## src/common/video_pkg.sv

```systemverilog
package video_pkg;

	////////////////////////////////////////////////////////////////////////////
	// raster and dot types
	////////////////////////////////////////////////////////////////////////////

	// raster counters
	typedef logic [8:0] hpos_t;
	typedef logic [8:0] vpos_t;

	// colour index of one pixel
	typedef logic [3:0] dot_t;

	// index 0 shows through to the back colour
	localparam dot_t DOT_CLEAR = 4'd0;

	// one word of the dot stream, as held in the FIFO
	typedef struct packed {
		logic line_start;
		logic frame_start;
		dot_t dot;
	} dot_word_t;

	// 4 bits per gun
	typedef struct packed {
		logic [3:0] red;
		logic [3:0] green;
		logic [3:0] blue;
	} rgb_t;

endpackage

```

## src/common/host_pkg.sv

```systemverilog
package host_pkg;

	// host bus widths
	localparam int HOST_ADDR_W = 8;
	localparam int HOST_DATA_W = 12;

	// write target select
	typedef enum logic [1:0] {
		tile_map,
		palette,
		scroll,
		back_color
	} host_target_e;

endpackage

```

## src/common/dot_if.sv

```systemverilog
`timescale 1ns/1ps

interface dot_if (
	input logic clk,
	input logic rst_n
);
	import video_pkg::*;

	// four-phase handshake
	logic req;
	logic ack;
	// held stable while req is high
	dot_word_t word;

	// tile layer side
	modport producer (input clk, input rst_n, input ack, output req, output word);

	// FIFO side
	modport buffer (input clk, input rst_n, input req, input word, output ack);

endinterface

```

## src/design/timing_gen.sv

```systemverilog
`timescale 1ns/1ps

module timing_gen #(
	parameter int H_ACTIVE = 32,
	parameter int H_TOTAL = 40,
	parameter int V_ACTIVE = 16,
	parameter int V_TOTAL = 20,
	parameter int CLK_DIV = 8
) (
	input logic clk,
	input logic rst_n,
	output logic pix_ce,
	output logic frame_start,
	output video_pkg::hpos_t hpos,
	output video_pkg::vpos_t vpos,
	output logic hsync_n,
	output logic vsync_n,
	output logic hblank_n,
	output logic vblank_n
);
	import video_pkg::*;

	localparam int DIV_W = (CLK_DIV > 1) ? $clog2(CLK_DIV) : 1;
	localparam hpos_t H_LAST = hpos_t'(H_TOTAL - 1);
	localparam vpos_t V_LAST = vpos_t'(V_TOTAL - 1);
	// sync windows sit a little way into blanking
	localparam hpos_t HS_FIRST = hpos_t'(H_ACTIVE + 2);
	localparam hpos_t HS_LAST = hpos_t'(H_ACTIVE + 5);
	localparam vpos_t VS_LINE = vpos_t'(V_ACTIVE + 1);

	logic [DIV_W-1:0] div_cnt;

	// master clock down to the pixel rate
	always_ff @(posedge clk) begin
		if (!rst_n) begin
			div_cnt <= '0;
		end else if (pix_ce) begin
			div_cnt <= '0;
		end else begin
			div_cnt <= div_cnt + 1'b1;
		end
	end

	// last clock of each pixel period
	assign pix_ce = (div_cnt == DIV_W'(CLK_DIV - 1));

	// raster walk, one step per pixel
	always_ff @(posedge clk) begin
		if (!rst_n) begin
			hpos <= '0;
			vpos <= '0;
		end else if (pix_ce) begin
			if (hpos == H_LAST) begin
				hpos <= '0;
				vpos <= (vpos == V_LAST) ? '0 : vpos + 1'b1;
			end else begin
				hpos <= hpos + 1'b1;
			end
		end
	end

	// blanking and sync straight from the counters
	assign hblank_n = (hpos < hpos_t'(H_ACTIVE));
	assign vblank_n = (vpos < vpos_t'(V_ACTIVE));
	assign hsync_n = !((hpos >= HS_FIRST) && (hpos <= HS_LAST));
	assign vsync_n = (vpos != VS_LINE);

	// first pixel of the first blank line
	assign frame_start = pix_ce && (hpos == '0) && (vpos == vpos_t'(V_ACTIVE));

endmodule

```

## src/tilegen/tile_fetch.sv

```systemverilog
`timescale 1ns/1ps

module tile_fetch #(
	parameter int H_ACTIVE = 32,
	parameter int V_ACTIVE = 16
) (
	input logic clk,
	input logic rst_n,
	input logic frame_start,
	input logic map_we,
	input logic scroll_we,
	input logic [host_pkg::HOST_ADDR_W-1:0] host_addr,
	input logic [host_pkg::HOST_DATA_W-1:0] host_data,
	dot_if.producer dots
);
	import video_pkg::*;

	// one map entry per 8x8 tile
	localparam int TILES_X = H_ACTIVE / 8;
	localparam int TILES_Y = V_ACTIVE / 8;
	localparam int MAP_SIZE = TILES_X * TILES_Y;
	localparam int MAP_AW = (MAP_SIZE > 1) ? $clog2(MAP_SIZE) : 1;

	typedef enum logic [1:0] {
		idle,
		present,
		wait_ack,
		wait_release
	} fetch_state_e;

	fetch_state_e state;
	dot_t map_ram [MAP_SIZE];
	hpos_t scroll_x;
	vpos_t scroll_y;
	hpos_t cur_scroll_x;
	vpos_t cur_scroll_y;
	hpos_t walk_x;
	vpos_t walk_y;
	logic [9:0] sum_x;
	logic [9:0] sum_y;
	hpos_t wrap_x;
	vpos_t wrap_y;
	logic [MAP_AW-1:0] map_idx;
	dot_word_t next_word;
	logic more;
	logic send;

	////////////////////////////////////////////////////////////////////////////
	// host registers
	////////////////////////////////////////////////////////////////////////////

	always_ff @(posedge clk) begin
		if (map_we && (host_addr < MAP_SIZE)) begin
			map_ram[host_addr[MAP_AW-1:0]] <= host_data[3:0];
		end
	end

	// addr bit 0 picks y over x
	always_ff @(posedge clk) begin
		if (!rst_n) begin
			scroll_x <= '0;
			scroll_y <= '0;
		end else if (scroll_we) begin
			if (host_addr[0]) begin
				scroll_y <= host_data[8:0];
			end else begin
				scroll_x <= host_data[8:0];
			end
		end
	end

	////////////////////////////////////////////////////////////////////////////
	// tile lookup for the current walk position
	////////////////////////////////////////////////////////////////////////////

	// scrolled position wraps inside the active area
	assign sum_x = {1'b0, walk_x} + {1'b0, cur_scroll_x};
	assign sum_y = {1'b0, walk_y} + {1'b0, cur_scroll_y};
	assign wrap_x = hpos_t'(sum_x % H_ACTIVE);
	assign wrap_y = vpos_t'(sum_y % V_ACTIVE);
	assign map_idx = MAP_AW'((wrap_y / 8) * TILES_X + (wrap_x / 8));

	always_comb begin
		next_word.line_start = (walk_x == '0);
		next_word.frame_start = (walk_x == '0) && (walk_y == '0);
		next_word.dot = map_ram[map_idx];
	end

	////////////////////////////////////////////////////////////////////////////
	// dot handshake FSM
	////////////////////////////////////////////////////////////////////////////

	// walk_y runs one past the last line once the frame is out
	assign more = (walk_y != vpos_t'(V_ACTIVE));
	// next dot goes out only with ack low
	assign send = !dots.ack && ((state == present) || ((state == wait_release) && more));

	// word only changes while req is low
	always_ff @(posedge clk) begin
		if (send) begin
			dots.word <= next_word;
		end
	end

	always_ff @(posedge clk) begin
		if (!rst_n) begin
			state <= idle;
			dots.req <= 1'b0;
			walk_x <= '0;
			walk_y <= '0;
			cur_scroll_x <= '0;
			cur_scroll_y <= '0;
		end else if (frame_start) begin
			// restart at the top left with fresh scroll
			state <= present;
			dots.req <= 1'b0;
			walk_x <= '0;
			walk_y <= '0;
			cur_scroll_x <= scroll_x;
			cur_scroll_y <= scroll_y;
		end else begin
			case (state)
				present: begin
					if (send) begin
						dots.req <= 1'b1;
						state <= wait_ack;
					end
				end
				wait_ack: begin
					if (dots.ack) begin
						dots.req <= 1'b0;
						state <= wait_release;
						// step the walk while the FIFO drops ack
						if (walk_x == hpos_t'(H_ACTIVE - 1)) begin
							walk_x <= '0;
							walk_y <= walk_y + 1'b1;
						end else begin
							walk_x <= walk_x + 1'b1;
						end
					end
				end
				wait_release: begin
					if (send) begin
						dots.req <= 1'b1;
						state <= wait_ack;
					end else if (!dots.ack) begin
						// whole frame sent
						state <= idle;
					end
				end
				default: state <= idle;
			endcase
		end
	end

endmodule

```

## src/design/dot_fifo.sv

```systemverilog
`timescale 1ns/1ps

module dot_fifo #(
	parameter int FIFO_DEPTH = 8
) (
	input logic clk,
	input logic rst_n,
	input logic flush,
	dot_if.buffer wr,
	input logic pop,
	output logic empty,
	output video_pkg::dot_word_t rd_word
);
	import video_pkg::*;

	localparam int AW = (FIFO_DEPTH > 1) ? $clog2(FIFO_DEPTH) : 1;

	dot_word_t mem [FIFO_DEPTH];
	logic [AW-1:0] wr_ptr;
	logic [AW-1:0] rd_ptr;
	logic [AW:0] count;
	logic full;
	logic push;
	logic do_pop;

	// wrap at FIFO_DEPTH, which need not be a power of two
	function automatic logic [AW-1:0] next_ptr(input logic [AW-1:0] ptr);
		logic [AW-1:0] nxt;
		if (ptr == AW'(FIFO_DEPTH - 1)) begin
			nxt = '0;
		end else begin
			nxt = ptr + 1'b1;
		end
		return nxt;
	endfunction

	assign full = (count == (AW + 1)'(FIFO_DEPTH));
	assign empty = (count == '0);
	// capture once per req, and hold off when full
	assign push = wr.req && !wr.ack && !full;
	assign do_pop = pop && !empty;
	assign rd_word = mem[rd_ptr];

	always_ff @(posedge clk) begin
		if (push) begin
			mem[wr_ptr] <= wr.word;
		end
	end

	// pointers, fill level and ack
	always_ff @(posedge clk) begin
		if (!rst_n || flush) begin
			wr_ptr <= '0;
			rd_ptr <= '0;
			count <= '0;
			wr.ack <= 1'b0;
		end else begin
			if (push) begin
				wr_ptr <= next_ptr(wr_ptr);
			end
			if (do_pop) begin
				rd_ptr <= next_ptr(rd_ptr);
			end
			case ({push, do_pop})
				2'b10: count <= count + 1'b1;
				2'b01: count <= count - 1'b1;
				default: count <= count;
			endcase
			// ack falls only after req has
			if (push) begin
				wr.ack <= 1'b1;
			end else if (!wr.req) begin
				wr.ack <= 1'b0;
			end
		end
	end

endmodule

```

## src/videogen/palette_out.sv

```systemverilog
`timescale 1ns/1ps

module palette_out (
	input logic clk,
	input logic rst_n,
	input logic pix_ce,
	input logic hsync_n_in,
	input logic vsync_n_in,
	input logic hblank_n_in,
	input logic vblank_n_in,
	input logic pal_we,
	input logic back_we,
	input logic [host_pkg::HOST_ADDR_W-1:0] host_addr,
	input logic [host_pkg::HOST_DATA_W-1:0] host_data,
	input logic empty,
	input video_pkg::dot_word_t rd_word,
	output logic pop,
	output video_pkg::rgb_t rgb,
	output logic hsync_n,
	output logic vsync_n,
	output logic hblank_n,
	output logic vblank_n,
	output logic ce_out
);
	import video_pkg::*;

	rgb_t pal_ram [16];
	dot_t back_color;
	logic active;
	dot_t pix_index;

	////////////////////////////////////////////////////////////////////////////
	// host side
	////////////////////////////////////////////////////////////////////////////

	// palette entry is one 12-bit word
	always_ff @(posedge clk) begin
		if (pal_we && (host_addr[7:4] == 4'd0)) begin
			pal_ram[host_addr[3:0]] <= host_data;
		end
	end

	always_ff @(posedge clk) begin
		if (!rst_n) begin
			back_color <= DOT_CLEAR;
		end else if (back_we) begin
			back_color <= host_data[3:0];
		end
	end

	////////////////////////////////////////////////////////////////////////////
	// dot to colour
	////////////////////////////////////////////////////////////////////////////

	assign active = hblank_n_in && vblank_n_in;
	// one dot per active pixel
	assign pop = pix_ce && active && !empty;
	// clear dots and underruns both show the back colour
	assign pix_index = (empty || (rd_word.dot == DOT_CLEAR)) ? back_color : rd_word.dot;

	// rgb and timing move together on pix_ce
	always_ff @(posedge clk) begin
		if (!rst_n) begin
			rgb <= '0;
			hsync_n <= 1'b1;
			vsync_n <= 1'b1;
			hblank_n <= 1'b1;
			vblank_n <= 1'b1;
			ce_out <= 1'b0;
		end else begin
			// marks the first clock of each new pixel
			ce_out <= pix_ce;
			if (pix_ce) begin
				rgb <= active ? pal_ram[pix_index] : '0;
				hsync_n <= hsync_n_in;
				vsync_n <= vsync_n_in;
				hblank_n <= hblank_n_in;
				vblank_n <= vblank_n_in;
			end
		end
	end

endmodule

```

## src/design/video_top.sv

```systemverilog
`timescale 1ns/1ps

module video_top #(
	parameter int H_ACTIVE = 32,
	parameter int H_TOTAL = 40,
	parameter int V_ACTIVE = 16,
	parameter int V_TOTAL = 20,
	parameter int CLK_DIV = 8,
	parameter int FIFO_DEPTH = 8
) (
	input logic clk,
	input logic rst_n,
	input logic host_we,
	input host_pkg::host_target_e host_target,
	input logic [host_pkg::HOST_ADDR_W-1:0] host_addr,
	input logic [host_pkg::HOST_DATA_W-1:0] host_data,
	output logic vid_ce,
	output logic vid_hsync_n,
	output logic vid_vsync_n,
	output logic vid_hblank_n,
	output logic vid_vblank_n,
	output logic [3:0] vid_red,
	output logic [3:0] vid_green,
	output logic [3:0] vid_blue
);
	import host_pkg::*;
	import video_pkg::*;

	logic pix_ce;
	logic frame_start;
	logic hsync_n;
	logic vsync_n;
	logic hblank_n;
	logic vblank_n;
	logic map_we;
	logic scroll_we;
	logic pal_we;
	logic back_we;
	logic fifo_empty;
	logic fifo_pop;
	dot_word_t fifo_word;
	rgb_t rgb;

	////////////////////////////////////////////////////////////////////////////
	// host write decode
	////////////////////////////////////////////////////////////////////////////

	// strobes land in the registers on the next edge
	assign map_we = host_we && (host_target == tile_map);
	assign scroll_we = host_we && (host_target == scroll);
	assign pal_we = host_we && (host_target == palette);
	assign back_we = host_we && (host_target == back_color);

	////////////////////////////////////////////////////////////////////////////
	// video chain
	////////////////////////////////////////////////////////////////////////////

	dot_if i_dots (.clk(clk), .rst_n(rst_n));

	// raster position left open for probing
	timing_gen #(
		.H_ACTIVE(H_ACTIVE),
		.H_TOTAL(H_TOTAL),
		.V_ACTIVE(V_ACTIVE),
		.V_TOTAL(V_TOTAL),
		.CLK_DIV(CLK_DIV)
	) i_timing_gen (
		.clk(clk),
		.rst_n(rst_n),
		.pix_ce(pix_ce),
		.frame_start(frame_start),
		.hpos(),
		.vpos(),
		.hsync_n(hsync_n),
		.vsync_n(vsync_n),
		.hblank_n(hblank_n),
		.vblank_n(vblank_n)
	);

	tile_fetch #(
		.H_ACTIVE(H_ACTIVE),
		.V_ACTIVE(V_ACTIVE)
	) i_tile_fetch (
		.clk(clk),
		.rst_n(rst_n),
		.frame_start(frame_start),
		.map_we(map_we),
		.scroll_we(scroll_we),
		.host_addr(host_addr),
		.host_data(host_data),
		.dots(i_dots.producer)
	);

	// emptied at frame_start while the producer restarts
	dot_fifo #(
		.FIFO_DEPTH(FIFO_DEPTH)
	) i_dot_fifo (
		.clk(clk),
		.rst_n(rst_n),
		.flush(frame_start),
		.wr(i_dots.buffer),
		.pop(fifo_pop),
		.empty(fifo_empty),
		.rd_word(fifo_word)
	);

	palette_out i_palette_out (
		.clk(clk),
		.rst_n(rst_n),
		.pix_ce(pix_ce),
		.hsync_n_in(hsync_n),
		.vsync_n_in(vsync_n),
		.hblank_n_in(hblank_n),
		.vblank_n_in(vblank_n),
		.pal_we(pal_we),
		.back_we(back_we),
		.host_addr(host_addr),
		.host_data(host_data),
		.empty(fifo_empty),
		.rd_word(fifo_word),
		.pop(fifo_pop),
		.rgb(rgb),
		.hsync_n(vid_hsync_n),
		.vsync_n(vid_vsync_n),
		.hblank_n(vid_hblank_n),
		.vblank_n(vid_vblank_n),
		.ce_out(vid_ce)
	);

	// split the colour word onto the guns
	assign vid_red = rgb.red;
	assign vid_green = rgb.green;
	assign vid_blue = rgb.blue;

endmodule

```

## config.mk

```make
export PLATFORM = sky130hd
export DESIGN_NAME = video_top
export DESIGN_NICKNAME = d
export VERILOG_FILES = /design/src/common/video_pkg.sv /design/src/common/host_pkg.sv /design/src/common/dot_if.sv /design/src/design/timing_gen.sv /design/src/tilegen/tile_fetch.sv /design/src/design/dot_fifo.sv /design/src/videogen/palette_out.sv /design/src/design/video_top.sv
export SDC_FILE = /design/constraint.sdc
export NUM_CORES = 1
export LEC_CHECK = 0
export ABC_AREA = 0
export BUFFER_PORTS_ARGS = -buffer_cell sky130_fd_sc_hd__clkbuf_2
export CORE_MARGIN = 1.5
export CORE_UTILIZATION = 25
export DETAILED_ROUTE_END_ITERATION = 10
export GPL_TIMING_DRIVEN = 0
export PLACE_DENSITY = 0.39
export REMOVE_ABC_BUFFERS = 1
export SKIP_CTS_REPAIR_TIMING = 1
export SLEW_MARGIN = 20
export SYNTH_ARGS = -nofsm -noshare
export SYNTH_HDL_FRONTEND = slang
export SYNTH_SLANG_ARGS = --single-unit
```

## constraint.sdc

```tcl
create_clock -name clk -period 4.02 [get_ports clk]
set_input_delay 0 -clock clk [delete_from_list [all_inputs] [get_ports clk]]
set_output_delay 0 -clock clk [all_outputs]
set_load 0.05 [all_outputs]
```

* Yosys cells after proc, flatten, opt, wreduce, memory -nomap -nowiden
Memories as Yosys holds them, arrays and structs flattened. A register that Yosys moved wholly into a read port is not among the register bits. Cells that the tools add are included.
Storage, ports and cells: register bits after elaboration 94, memory bits (writable) 272, input port bits 25, output and inout bits 17, logic and storage cells 148, memories 3
Memories:
- i_palette_out.pal_ram | words 16, width 12, rd ports 1, clocked after Yosys merged registers in 0, write ports 1, line palette_out.sv:27 | rgb_t pal_ram [16];
- i_dot_fifo.mem | words 8, width 6, rd ports 1, clocked after Yosys merged registers in 1, write ports 1, line dot_fifo.sv:18 | dot_word_t mem [FIFO_DEPTH];
- i_tile_fetch.map_ram | words 8, width 4, rd ports 1, clocked after Yosys merged registers in 1, write ports 1, line tile_fetch.sv:32 | dot_t map_ram [MAP_SIZE];
Operators by class: add/subtract/negate cells 12, magnitude comparators 5, equal/unequal tests 26, muxes and demuxes 27, bitwise operators 2, reduce and logical (&&, ||, !) cells 46
Operators with widths (number):
- $add 9x1->9 const B | 4
- $eq 9x5->1 const B | 3
- $logic_not 9->1 | 3
- $mux 9 | 3
- $logic_and 1x1->1 | 18
- $ne 9x5->1 const B | 2
- $logic_not 4->1 | 3
- $mux 12 | 1
- $mux 3 | 4
- $reduce_and 3->1 | 4
- $mux 1 | 11
- $eq 2x2->1 const B | 5
- $add 3x1->3 const B | 3
- $eq 3x3->1 const B | 3
- $eq 9x6->1 const B | 1
- $ge 9x6->1 const B | 1
- $le 9x6->1 const B | 1
- $lt 9x5->1 const B | 1
- $lt 9x6->1 const B | 1
- $lt 8x4->1 const B | 1
- $mux 2 | 4
- $ne 2x1->1 const B | 4
- $pmux 4 s2 | 1
- $reduce_and 2->1 | 4
- 19 further kinds | 32

* Longest topological paths before layout
Gate-level depths: netlist (run 1).
word-level depth 7, depth in mapped cells 13, mapped depth without buffers 13

* Cells and area by module
A second synthesis (run 1) with hierarchy kept.
Unflattened totals: cell total of the unflattened synthesis 1195, area total of the unflattened synthesis 15864.0 µm²
By module, submodules not included:
- palette_out | times used 1, cells an instance 623, area each 8729.6 µm², sequential area each 6185.9 µm²
- tile_fetch | times used 1, cells an instance 271, area each 3364.5 µm², sequential area each 1921.8 µm²
- dot_fifo | times used 1, cells an instance 152, area each 2531.2 µm², sequential area each 1721.7 µm²
- timing_gen | times used 1, cells an instance 145, area each 1201.2 µm², sequential area each 420.4 µm²
- video_top | times used 1, cells an instance 4, area each 37.5 µm², sequential area each 0.0 µm²

* Worst setup path before layout (run 1)
Ideal clock, no wire load.
path type reg-to-reg, start point register i_tile_fetch.walk_x[1], end point register i_tile_fetch.dots.word[0] (netlist name), setup time 0.260 ns, arrival time 2.555 ns, required time 3.760 ns, setup slack 1.205 ns, cell stages (with the launch flop) 9, path buffers 0, cell sequence dfxtp_1 ha_1 a31o_2 a21oi_1 inv_1 a21oi_1 xnor2_1 mux4_1 mux2_2
Between the ends: word-level cells in the longest chain between the ends 2
RTL lines:
- from (decl) | line tile_fetch.sv:37 | hpos_t walk_x;
- from (signal assigned) | line tile_fetch.sv:138 | walk_x <= walk_x + 1'b1;
- $add 5x5->5 | line tile_fetch.sv:77 | assign sum_x = {1'b0, walk_x} + {1'b0, cur_scroll_x};
- $add 3x2->3 | line tile_fetch.sv:81 | assign map_idx = MAP_AW'((wrap_y / 8) * TILES_X + (wrap_x / 8));
No other way between the ends. A chain may end at the register's enable or synchronous reset.

* Final worst setup path (run 1)
start point register i_timing_gen.vpos[5], end point register i_tile_fetch.walk_x[6]
Between the ends: word-level cells in the longest chain between the ends 3
RTL lines:
- from (decl) | line timing_gen.sv:15 | output video_pkg::vpos_t vpos,
- from (signal assigned) | line timing_gen.sv:55 | vpos <= (vpos == V_LAST) ? '0 : vpos + 1'b1;
- $eq 9x5->1 | line timing_gen.sv:69 | assign frame_start = pix_ce && (hpos == '0) && (vpos == vpos_t'(V_ACTIVE));
- $logic_and 1x1->1 | line timing_gen.sv:69
- $reduce_or 2->1 (no line)
No other way between the ends.

==> results of run 1 <==
## kinds of logic (layout without fill, tap and decap cells)
group	after synthesis	count (layout)	synth area share (%)
AND/OR/NAND/NOR	498	498	16.09
flip-flops	355	355	66.58
AO/OA/AOI/OAI	98	98	4.624
multiplexers	70	70	6.374
buffers and inverters	67	159	2.291
XOR/XNOR	33	33	1.982
adder cells (fa/ha/maj)	24	24	2.059
## layer usage
metal,GRT usage [%],share of wire (%),wire length [µm]
met1,16.82,48,17610
met2,20.13,47,17180
met3,2.524,3.8,1382
met4,3.377,1.7,630
met5,0,0,0
## cell usage after synthesis, drive strengths merged (16+ instances only)
library cell,n
xor2,20
edfxtp,260
o21ai,19
nor3,16
buf,27
nand4,23
nor2,80
a21oi,28
nand2,195
clkbuf,25
nor2b,30
ha,24
mux2i,49
nand3,95
dfxtp,95
## registers in the layout, summed over array words and instances (netlist names), 2 cells and up, named ones only
| register | count |
|---|---|
| i_dot_fifo.count | 4 |
| i_dot_fifo.mem | 32 |
| i_dot_fifo.rd_ptr | 3 |
| i_dot_fifo.wr_ptr | 3 |
| i_palette_out.back_color | 4 |
| i_palette_out.pal_ram | 192 |
| i_palette_out.rgb | 12 |
| i_tile_fetch.cur_scroll_x | 5 |
| i_tile_fetch.cur_scroll_y | 4 |
| i_tile_fetch.dots.word | 4 |
| i_tile_fetch.map_ram | 32 |
| i_tile_fetch.scroll_x | 5 |
| i_tile_fetch.scroll_y | 4 |
| i_tile_fetch.state | 2 |
| i_tile_fetch.walk_x | 9 |
| i_tile_fetch.walk_y | 9 |
| i_timing_gen.div_cnt | 3 |
| i_timing_gen.hpos | 9 |
| i_timing_gen.vpos | 9 |
## cell type report
cell class,count,area [µm²]
Clock buffer,64,1202
Clock inverter,10,136.4
Fill cell,5842,40270
Inverter,15,56.30
Multi-Input combinational cell,723,4698
Sequential cell,355,9709
Tap cell,765,957.2
Timing Repair Buffer,70,663.1
## worst min-delay path by stage
| stage | start | to |
|---|---|---|
| 6_report | rst_n | i_palette_out.vblank_n |
| 5_1_grt | host_addr[1] | i_tile_fetch.map_ram[7][0] |
| 4_1_cts | host_data[11] | i_palette_out.pal_ram[6][11] |
| 3_5_place_dp | i_timing_gen.div_cnt[0] | i_timing_gen.div_cnt[0] |
| 3_3_place_gp | i_timing_gen.div_cnt[0] | i_timing_gen.div_cnt[0] |
| 2_1_floorplan | rst_n | i_palette_out.hsync_n |
## worst reg2reg max path, cell delays in order (launching register included)
cell and delay (ns):
dfxtp_1 0.34, or4_1 0.59, nor4b_1 0.66, nand4_1 0.80
nand2_2 0.77, or2_2 0.30, nor2_1 0.06
## stage by stage
| step | hold WS, ns | util, % | worst slack, ns |
|---|---|---|---|
| 2_1_floorplan | 0.06194 | - | -0.09541 |
| 3_3_place_gp | 0.4113 | 26.81 | -3.104 |
| 3_5_place_dp | 0.4108 | 27.72 | 0.01259 |
| 4_1_cts | -0.1437 | 30.04 | 0.02356 |
| 5_1_grt | 0.06920 | 30.20 | 0.03434 |
| 6_report | 0.05710 | 30.20 | 0.3903 |
## power by group through the flow
stage,Clock (µW),Combinational (µW),Sequential (µW)
after floorplan,0,89.4,4010
after global placement,0,196,4010
after detailed placement,0,208,4010
after CTS,3860,209,3930
after global routing,4000,233,3930
final,3730,210,3930
==> impl_metrics.ini, run 1 <==
[sta]
fmax_ghz = 0.2755
fin_crit_sh_pct = 90.29
slew_headroom_pct = 38.13
worst_pin_slew_ns = 0.9209
rsz0062_at_grt = no
hold_violations = 0
fin_tns_setup_ns = 0
skew_ns = 0.02148
drv_slew = 0
min_period_ns = 3.630
setup_viol = 0

[worst_setup_path]
crit_path_cell_trace = or4_1 -> nor4b_1 -> nand4_1 -> nand2_2 -> or2_2 -> nor2_1
cp-startpoint = i_timing_gen.vpos[5]
startpoint_type = flop
cpLargestDelayFamily = simple AND/OR/NAND/NOR gates
crit_path_end = i_tile_fetch.walk_x[6]
cpPeakStageDelay_ns = 0.80
critPathKind = reg -> reg
slowest_stage = nand4_1
critical_path_buf_inv_count = 0
required_ns = 4.46
crit_fanout = 26
cp_num_cells = 6
cp_data_arrival_time_ns = 4.07
end_kind = flop
regToRegSetupSlack_ns = 0.39
reg2regPathDepth = 6
r2r-end = i_tile_fetch.walk_x[6]
rr_startpoint = i_timing_gen.vpos[5]

[power]
switching_power_uw = 1635
total_power_uw = 7873
p_per_area_mw_per_mm2 = 451.9
combPwrFrac_pct = 2.7
power_leakage_uw = 0.005963
switching_share_pct = 20.77
intPower_uw = 6238
seqPwrFrac_pct = 49.9
p_clk_share_pct = 47.4
ir_drop_uv = 268.6

[clocking]
root_buffer = clkbuf_16
h-tree-depth = 2
cts_tree = built
cts_buffers = 40
clk_path_buf_depth = 3
clock_latency_ns = 0.56
clock_sinks = 355
path_clk_slew_ns = 0.06

[drt]
num_vias = 8867
drcViolationCount = 0
routedWlPerCell_um = 18.38
drt_wl_total_mm = 36.80
ant_nets = 0
vias_per_cell = 4.429
drt_pass1_iterations = 4
drt_iter0_drc = 507

[floorplanning]
die_w_um = 244.5
start_util_pct = 25.28
die_h_um = 244.5
die_area_mm2 = 0.05979
core-area_mm2 = 0.05770
num_rows = 88
ioPinCount = 42

[placement]
place_congestion = 0.6974
dp_hpwl_mm = 23.07
place_area_mm2 = 0.01599
dp.cells = 1920
io_buffers = 41

[logic_synthesis]
syn-instance-count = 1145
syn_avg_cell_area_um2 = 12.74
synth_area_mm2 = 0.01458
yosysTopAreaCell = edfxtp_1
synthFlopType = edfxtp_1
seq_area_frac_synth_pct = 66.58
async_flop_share_pct = 0
yosysWarningCount = 0
synth.top_cells.by_area = edfxtp_1 (54%), dfxtp_1 (13%), nand2_1 (5.0%)
synth_top_cell_area_share_pct = 53.53
synth_cell_types = 68
synth_edf_count = 260
synth_seq_cells = 355

[min_path]
worstHoldPathCells = 2
hp-class = in -> reg

[finish]
nNetsFinal = 1254
final_common_cell = edfxtp_1
antenna_cells = 0
drive_above_1_share_pct = 14.96
finalInstanceArea_mm2 = 0.01742
stdcell_count = 2002
area.growth.synth_to_final_pct = 19.47
final_cell_mix = edfxtp_1 (260), nand2_1 (194), nand3_1 (95), dfxtp_1 (95), nor2_1 (61)

[outcome]
status = finished clean

[global_routing]
grt_usage_pct = 12.42
grt-ovfl-total = 0
grt_start_max_net_pins = 39
grt_first_pass_wirelength_mm = 55.63
grt_pass1_vias = 8649
antenna_found_initial = 0

[run]
max-cap-violations = 0
Power figures use the tool's default switching activity.
==> inputs of run 2 (changes only) <==
--- a/config.mk
+++ b/config.mk
@@ -9,10 +9,12 @@
 export BUFFER_PORTS_ARGS = -buffer_cell sky130_fd_sc_hd__clkbuf_2
 export CORE_MARGIN = 1.5
 export CORE_UTILIZATION = 25
+export CTS_BUF_LIST = sky130_fd_sc_hd__clkbuf_8
 export DETAILED_ROUTE_END_ITERATION = 10
 export GPL_TIMING_DRIVEN = 0
 export PLACE_DENSITY = 0.39
 export REMOVE_ABC_BUFFERS = 1
+export SETUP_SLACK_MARGIN = 0.15
 export SKIP_CTS_REPAIR_TIMING = 1
 export SLEW_MARGIN = 20
 export SYNTH_ARGS = -nofsm -noshare
==> impl_metrics.ini, run 2 (synthesized netlist as in run 1, its figures left out) <==
[sta]
fin_crit_sh_pct = 86.84
min_period_ns = 3.491
worst_pin_slew_ns = 0.9095
slew_headroom_pct = 39.19
fmax_ghz = 0.2865
drv_slew = 0
setup_viol = 0
hold_violations = 3
rsz0062_at_grt = no
skew_ns = 0.04042
holdWs_ns = -0.03939

[global_routing]
grt_usage_pct = 12.55
grt-ovfl-total = 0
antenna_found_initial = 0
grt_pass1_vias = 8945
grt_start_max_net_pins = 39
grt_first_pass_wirelength_mm = 56.32

[placement]
place_congestion = 0.6974
dp_hpwl_mm = 23.07
io_buffers = 41

[worst_setup_path]
reg2regPathDepth = 10
crit_path_cell_trace = mux4_2 -> mux2i_4 -> nand4_1 -> o211ai_4 -> buf_16 -> buf_16 -> mux2i_1 -> mux2_2 -> a2bb2oi_1 -> nand3_1
critical_path_buf_inv_count = 2
slowest_stage = dfxtp_1
cpLargestDelayFamily = multiplexers
startpoint_type = flop
cp_common_cell = buf_16
cpPeakStageDelay_ns = 0.69
end_kind = flop
cp_num_cells = 10
r2r-end = i_palette_out.rgb[8]
regToRegSetupSlack_ns = 0.53
cp_data_arrival_time_ns = 4.01
critPathKind = reg -> reg
crit_fanout = 19
required_ns = 4.54

[clocking]
path_clk_slew_ns = 0.06
clk_path_buf_depth = 3
h-tree-depth = 2
cts_tree = built
root_buffer = clkbuf_8
clock_latency_ns = 0.67
cts_buffers = 61
clock_sinks = 355

[finish]
final_common_cell = edfxtp_1
largest_reg_flops = 192
fin_util_pct = 30.23
area.growth.synth_to_final_pct = 19.58
nNetsFinal = 1283
final_cell_mix = edfxtp_1 (260), nand2_1 (194), nand3_1 (95)
antenna_cells = 0
drive_above_1_share_pct = 16.56

[drt]
drcViolationCount = 0
drt_pass1_iterations = 4
wl_met3_mm = 1.658
vias_per_cell = 4.384
met2_length_mm = 17.35
highest_layer = met4
ant_nets = 0
routedWlPerCell_um = 18.20
num_vias = 8991
wl_met1_mm = 17.55
drt_iter0_drc = 505
drt_wl_total_mm = 37.33

[floorplanning]
die_area_mm2 = 0.05979
num_rows = 88
start_util_pct = 25.28
core-area_mm2 = 0.05770
die_w_um = 244.5
die_h_um = 244.5
ioPinCount = 42

[min_path]
worstHoldPathCells = 2
worstHoldStart = rst_n
hp-class = in -> reg
holdPathEnd = i_palette_out.vblank_n

[run]
max-cap-violations = 0

[outcome]
violations = negative hold slack
status = finished with violations

[power]
ir_drop_uv = 251.2
p_per_area_mw_per_mm2 = 431.5
power_leakage_uw = 0.006075
[run 2: cell count changes in the layout (fill, tap and decap cells not counted), sizes merged]
cell | previous run | this run
inv | 17 | 37
clkinv | 3 | 17
clkbuf | 105 | 113
dlygate4sd3 | 8 | 16
clkinvlp | 2 | 1
[run 2: worst max path at each step]
stage / to / from
finish: i_palette_out.rgb[8] / flop
global route: i_tile_fetch.walk_x[6] / i_timing_gen.vpos[5]
CTS: i_tile_fetch.walk_x[6] / i_timing_gen.vpos[5]
detailed placement: i_tile_fetch.walk_x[6] / i_timing_gen.vpos[5]
global placement: i_palette_out.rgb[2] / flop
floorplan: i_palette_out.rgb[2] / flop
[run 2: worst register-to-register path: cells and delay by family (launching register included)]
family                 cells  cell delay [ns]
buffers and inverters      2             0.44
AOI/OAI and AO/OA          2             0.61
DFF                        1             0.69
muxes                      4             1.27
and+or+nand+nor            2             0.34
[run 2: report_power, final]
group	switching [µW]	internal [µW]
clock network	1550	1830
logic	145	71.8
registers	3.84	3930
[run 2: cell type report]
| class | count | area, µm² |
|---|---|---|
| Multi-Input combinational cell | 723 | 4703 |
| Tap cell | 765 | 957.2 |
| Sequential cell | 355 | 9711 |
| Timing Repair Buffer | 78 | 743.2 |
| Fill cell | 5885 | 40260 |
| Clock inverter | 43 | 277.8 |
| Inverter | 15 | 56.30 |
| Clock buffer | 72 | 991.0 |
[run 2: layer usage]
layer	GRT usage, %	up-vias
met5	0	-
met4	3.940	0
met3	2.634	58
met2	20.32	137
met1	16.74	4422
li1	-	4374
[run 2: per-stage QoR]
stage	setup TNS, ns	std cells	power, µW	worst slack, ns	instance area [µm²]
after floorplan	-0.1788	1093	4098	-0.09541	14310
after global placement	-33.58	1899	4203	-3.104	15470
after detailed placement	0	1920	4216	0.01259	15990
after CTS	0	2035	7647	0.01588	17260
after global routing	0	2051	7833	0.2035	17440
final	0	2051	7526	0.5292	17440
==> inputs of run 3 (changes only) <==
--- a/config.mk
+++ b/config.mk
@@ -7,12 +7,14 @@
 export LEC_CHECK = 0
 export ABC_AREA = 0
 export BUFFER_PORTS_ARGS = -buffer_cell sky130_fd_sc_hd__clkbuf_2
+export CELL_PAD_IN_SITES_DETAIL_PLACEMENT = 2
+export CELL_PAD_IN_SITES_GLOBAL_PLACEMENT = 2
 export CORE_MARGIN = 1.5
 export CORE_UTILIZATION = 25
 export CTS_BUF_LIST = sky130_fd_sc_hd__clkbuf_8
 export DETAILED_ROUTE_END_ITERATION = 10
 export GPL_TIMING_DRIVEN = 0
-export PLACE_DENSITY = 0.39
+export PLACE_DENSITY = 0.5
 export REMOVE_ABC_BUFFERS = 1
 export SETUP_SLACK_MARGIN = 0.15
 export SKIP_CTS_REPAIR_TIMING = 1
==> impl_metrics.ini, run 3 (synthesized netlist as in run 1, its figures left out) <==
[min_path]
hp-class = in -> reg

[outcome]
status = finished with violations
violations = negative hold slack

[floorplanning]
ioPinCount = 42
num_rows = 88
die_area_mm2 = 0.05979
core-area_mm2 = 0.05770
die_w_um = 244.5
start_util_pct = 25.28
die_h_um = 244.5

[power]
switching_power_uw = 1768
power_leakage_uw = 0.006126
combPwrFrac_pct = 2.9
switching_share_pct = 23.25
p_clk_share_pct = 45.4
p_per_area_mw_per_mm2 = 435.0
intPower_uw = 5838
ir_drop_uv = 180.6
seqPwrFrac_pct = 51.7

[clocking]
cts_buffers = 69
cts_tree = built
path_clk_slew_ns = 0.06
h-tree-depth = 3
clk_path_buf_depth = 3
clock_sinks = 355
root_buffer = clkbuf_8
clock_latency_ns = 0.64

[placement]
dp_hpwl_mm = 26.12
place_congestion = 0.6887
io_buffers = 41
place_area_mm2 = 0.01601

[drt]
drt_iter0_drc = 382
drcViolationCount = 0
ant_nets = 0
num_vias = 9379
drt_pass1_iterations = 4
vias_per_cell = 4.546
routedWlPerCell_um = 19.83
drt_wl_total_mm = 40.90

[sta]
fmax_ghz = 0.2872
skew_ns = 0.03627
worst_pin_slew_ns = 0.9398
holdWs_ns = -0.01437
drv_slew = 0
setup_viol = 0
rsz0062_at_grt = no
slew_headroom_pct = 37.16
hold_violations = 1
fin_crit_sh_pct = 86.62
min_period_ns = 3.482

[global_routing]
antenna_found_initial = 1
grt_usage_pct = 14.11
grt_pass1_vias = 10240
grt_start_max_net_pins = 50
grt-ovfl-total = 0
grt_first_pass_wirelength_mm = 63.05

[finish]
nNetsFinal = 1290
drive_above_1_share_pct = 16.42
finalInstanceArea_mm2 = 0.01749
fin_util_pct = 30.31
final_cell_mix = edfxtp_1 (260), nand2_1 (194), nand3_1 (95), dfxtp_1 (95), clkbuf_8 (77)
final_common_cell = edfxtp_1
area.growth.synth_to_final_pct = 19.90
largest_reg_flops = 192

[worst_setup_path]
critPathKind = reg -> reg
required_ns = 4.54
crit_fanout = 26
startpoint_type = flop
end_kind = flop
cp_data_arrival_time_ns = 4.00

[run]
max-cap-violations = 0
## run 3: metrics by stage
step	setup TNS [ns]	total power (µW)	instances	worst slack (ns)	hold WS, ns
finish	0	7606	2063	0.5378	-0.01437
global route	0	7951	2063	0.2544	0.02034
CTS	-0.8810	7749	2048	-0.1567	-0.2515
detailed placement	-0.7376	4226	1921	-0.1287	0.4222
global placement	-34.46	4208	1899	-3.133	0.4133
floorplan	-0.1788	4098	1093	-0.09541	0.06194
## run 3: power groups by stage
stage          clock network [µW]  logic, µW  registers (µW)
2_1_floorplan                   0       89.4            4010
3_3_place_gp                    0        200            4010
3_5_place_dp                    0        218            4010
4_1_cts                      3600        219            3930
5_1_grt                      3770        248            3930
6_report                     3450        221            3930
## run 3: worst paths after layout
path | start | end | slack (ns) | depth (start not counted)
worst max-delay path | i_timing_gen.vpos[5] | i_tile_fetch.walk_x[6] | 0.54 | 6
worst min-delay path | host_addr[0] | i_tile_fetch.scroll_x[1] | -0.01 | 4
worst min register to register | i_timing_gen.div_cnt[0] | i_timing_gen.div_cnt[0] | 0.43 | 1
worst max register to register | i_timing_gen.vpos[5] | i_tile_fetch.walk_x[6] | 0.54 | 6
## run 3: layer usage
| metal | up-vias | track usage [%] | part of all wire [%] |
|---|---|---|---|
| met3 | 61 | 3.205 | 4.1 |
| met4 | 0 | 3.994 | 1.7 |
| met1 | 4801 | 19.44 | 48 |
| li1 | 4388 | - | - |
| met5 | - | 0 | 0 |
| met2 | 129 | 22.15 | 46 |
## run 3: critical path, cell delays in order (launching register included)
cell	delay (ns)
dfxtp_1	0.34
or4_1	0.59
nor4b_1	0.60
nand4_1	0.85
nand2_4	0.64
or2_2	0.27
nor2_1	0.07
## run 3: area by class of cell
type                    count  area [µm²]
clock buffers              77        1060
fillers                  6169       40210
inverters                  15       56.30
flip-flops and latches    355        9709
diodes                      1       2.502
repair buffers             77       758.2
multi-input cells         723        4687
well taps                 765       957.2
clock inverters            50       255.2
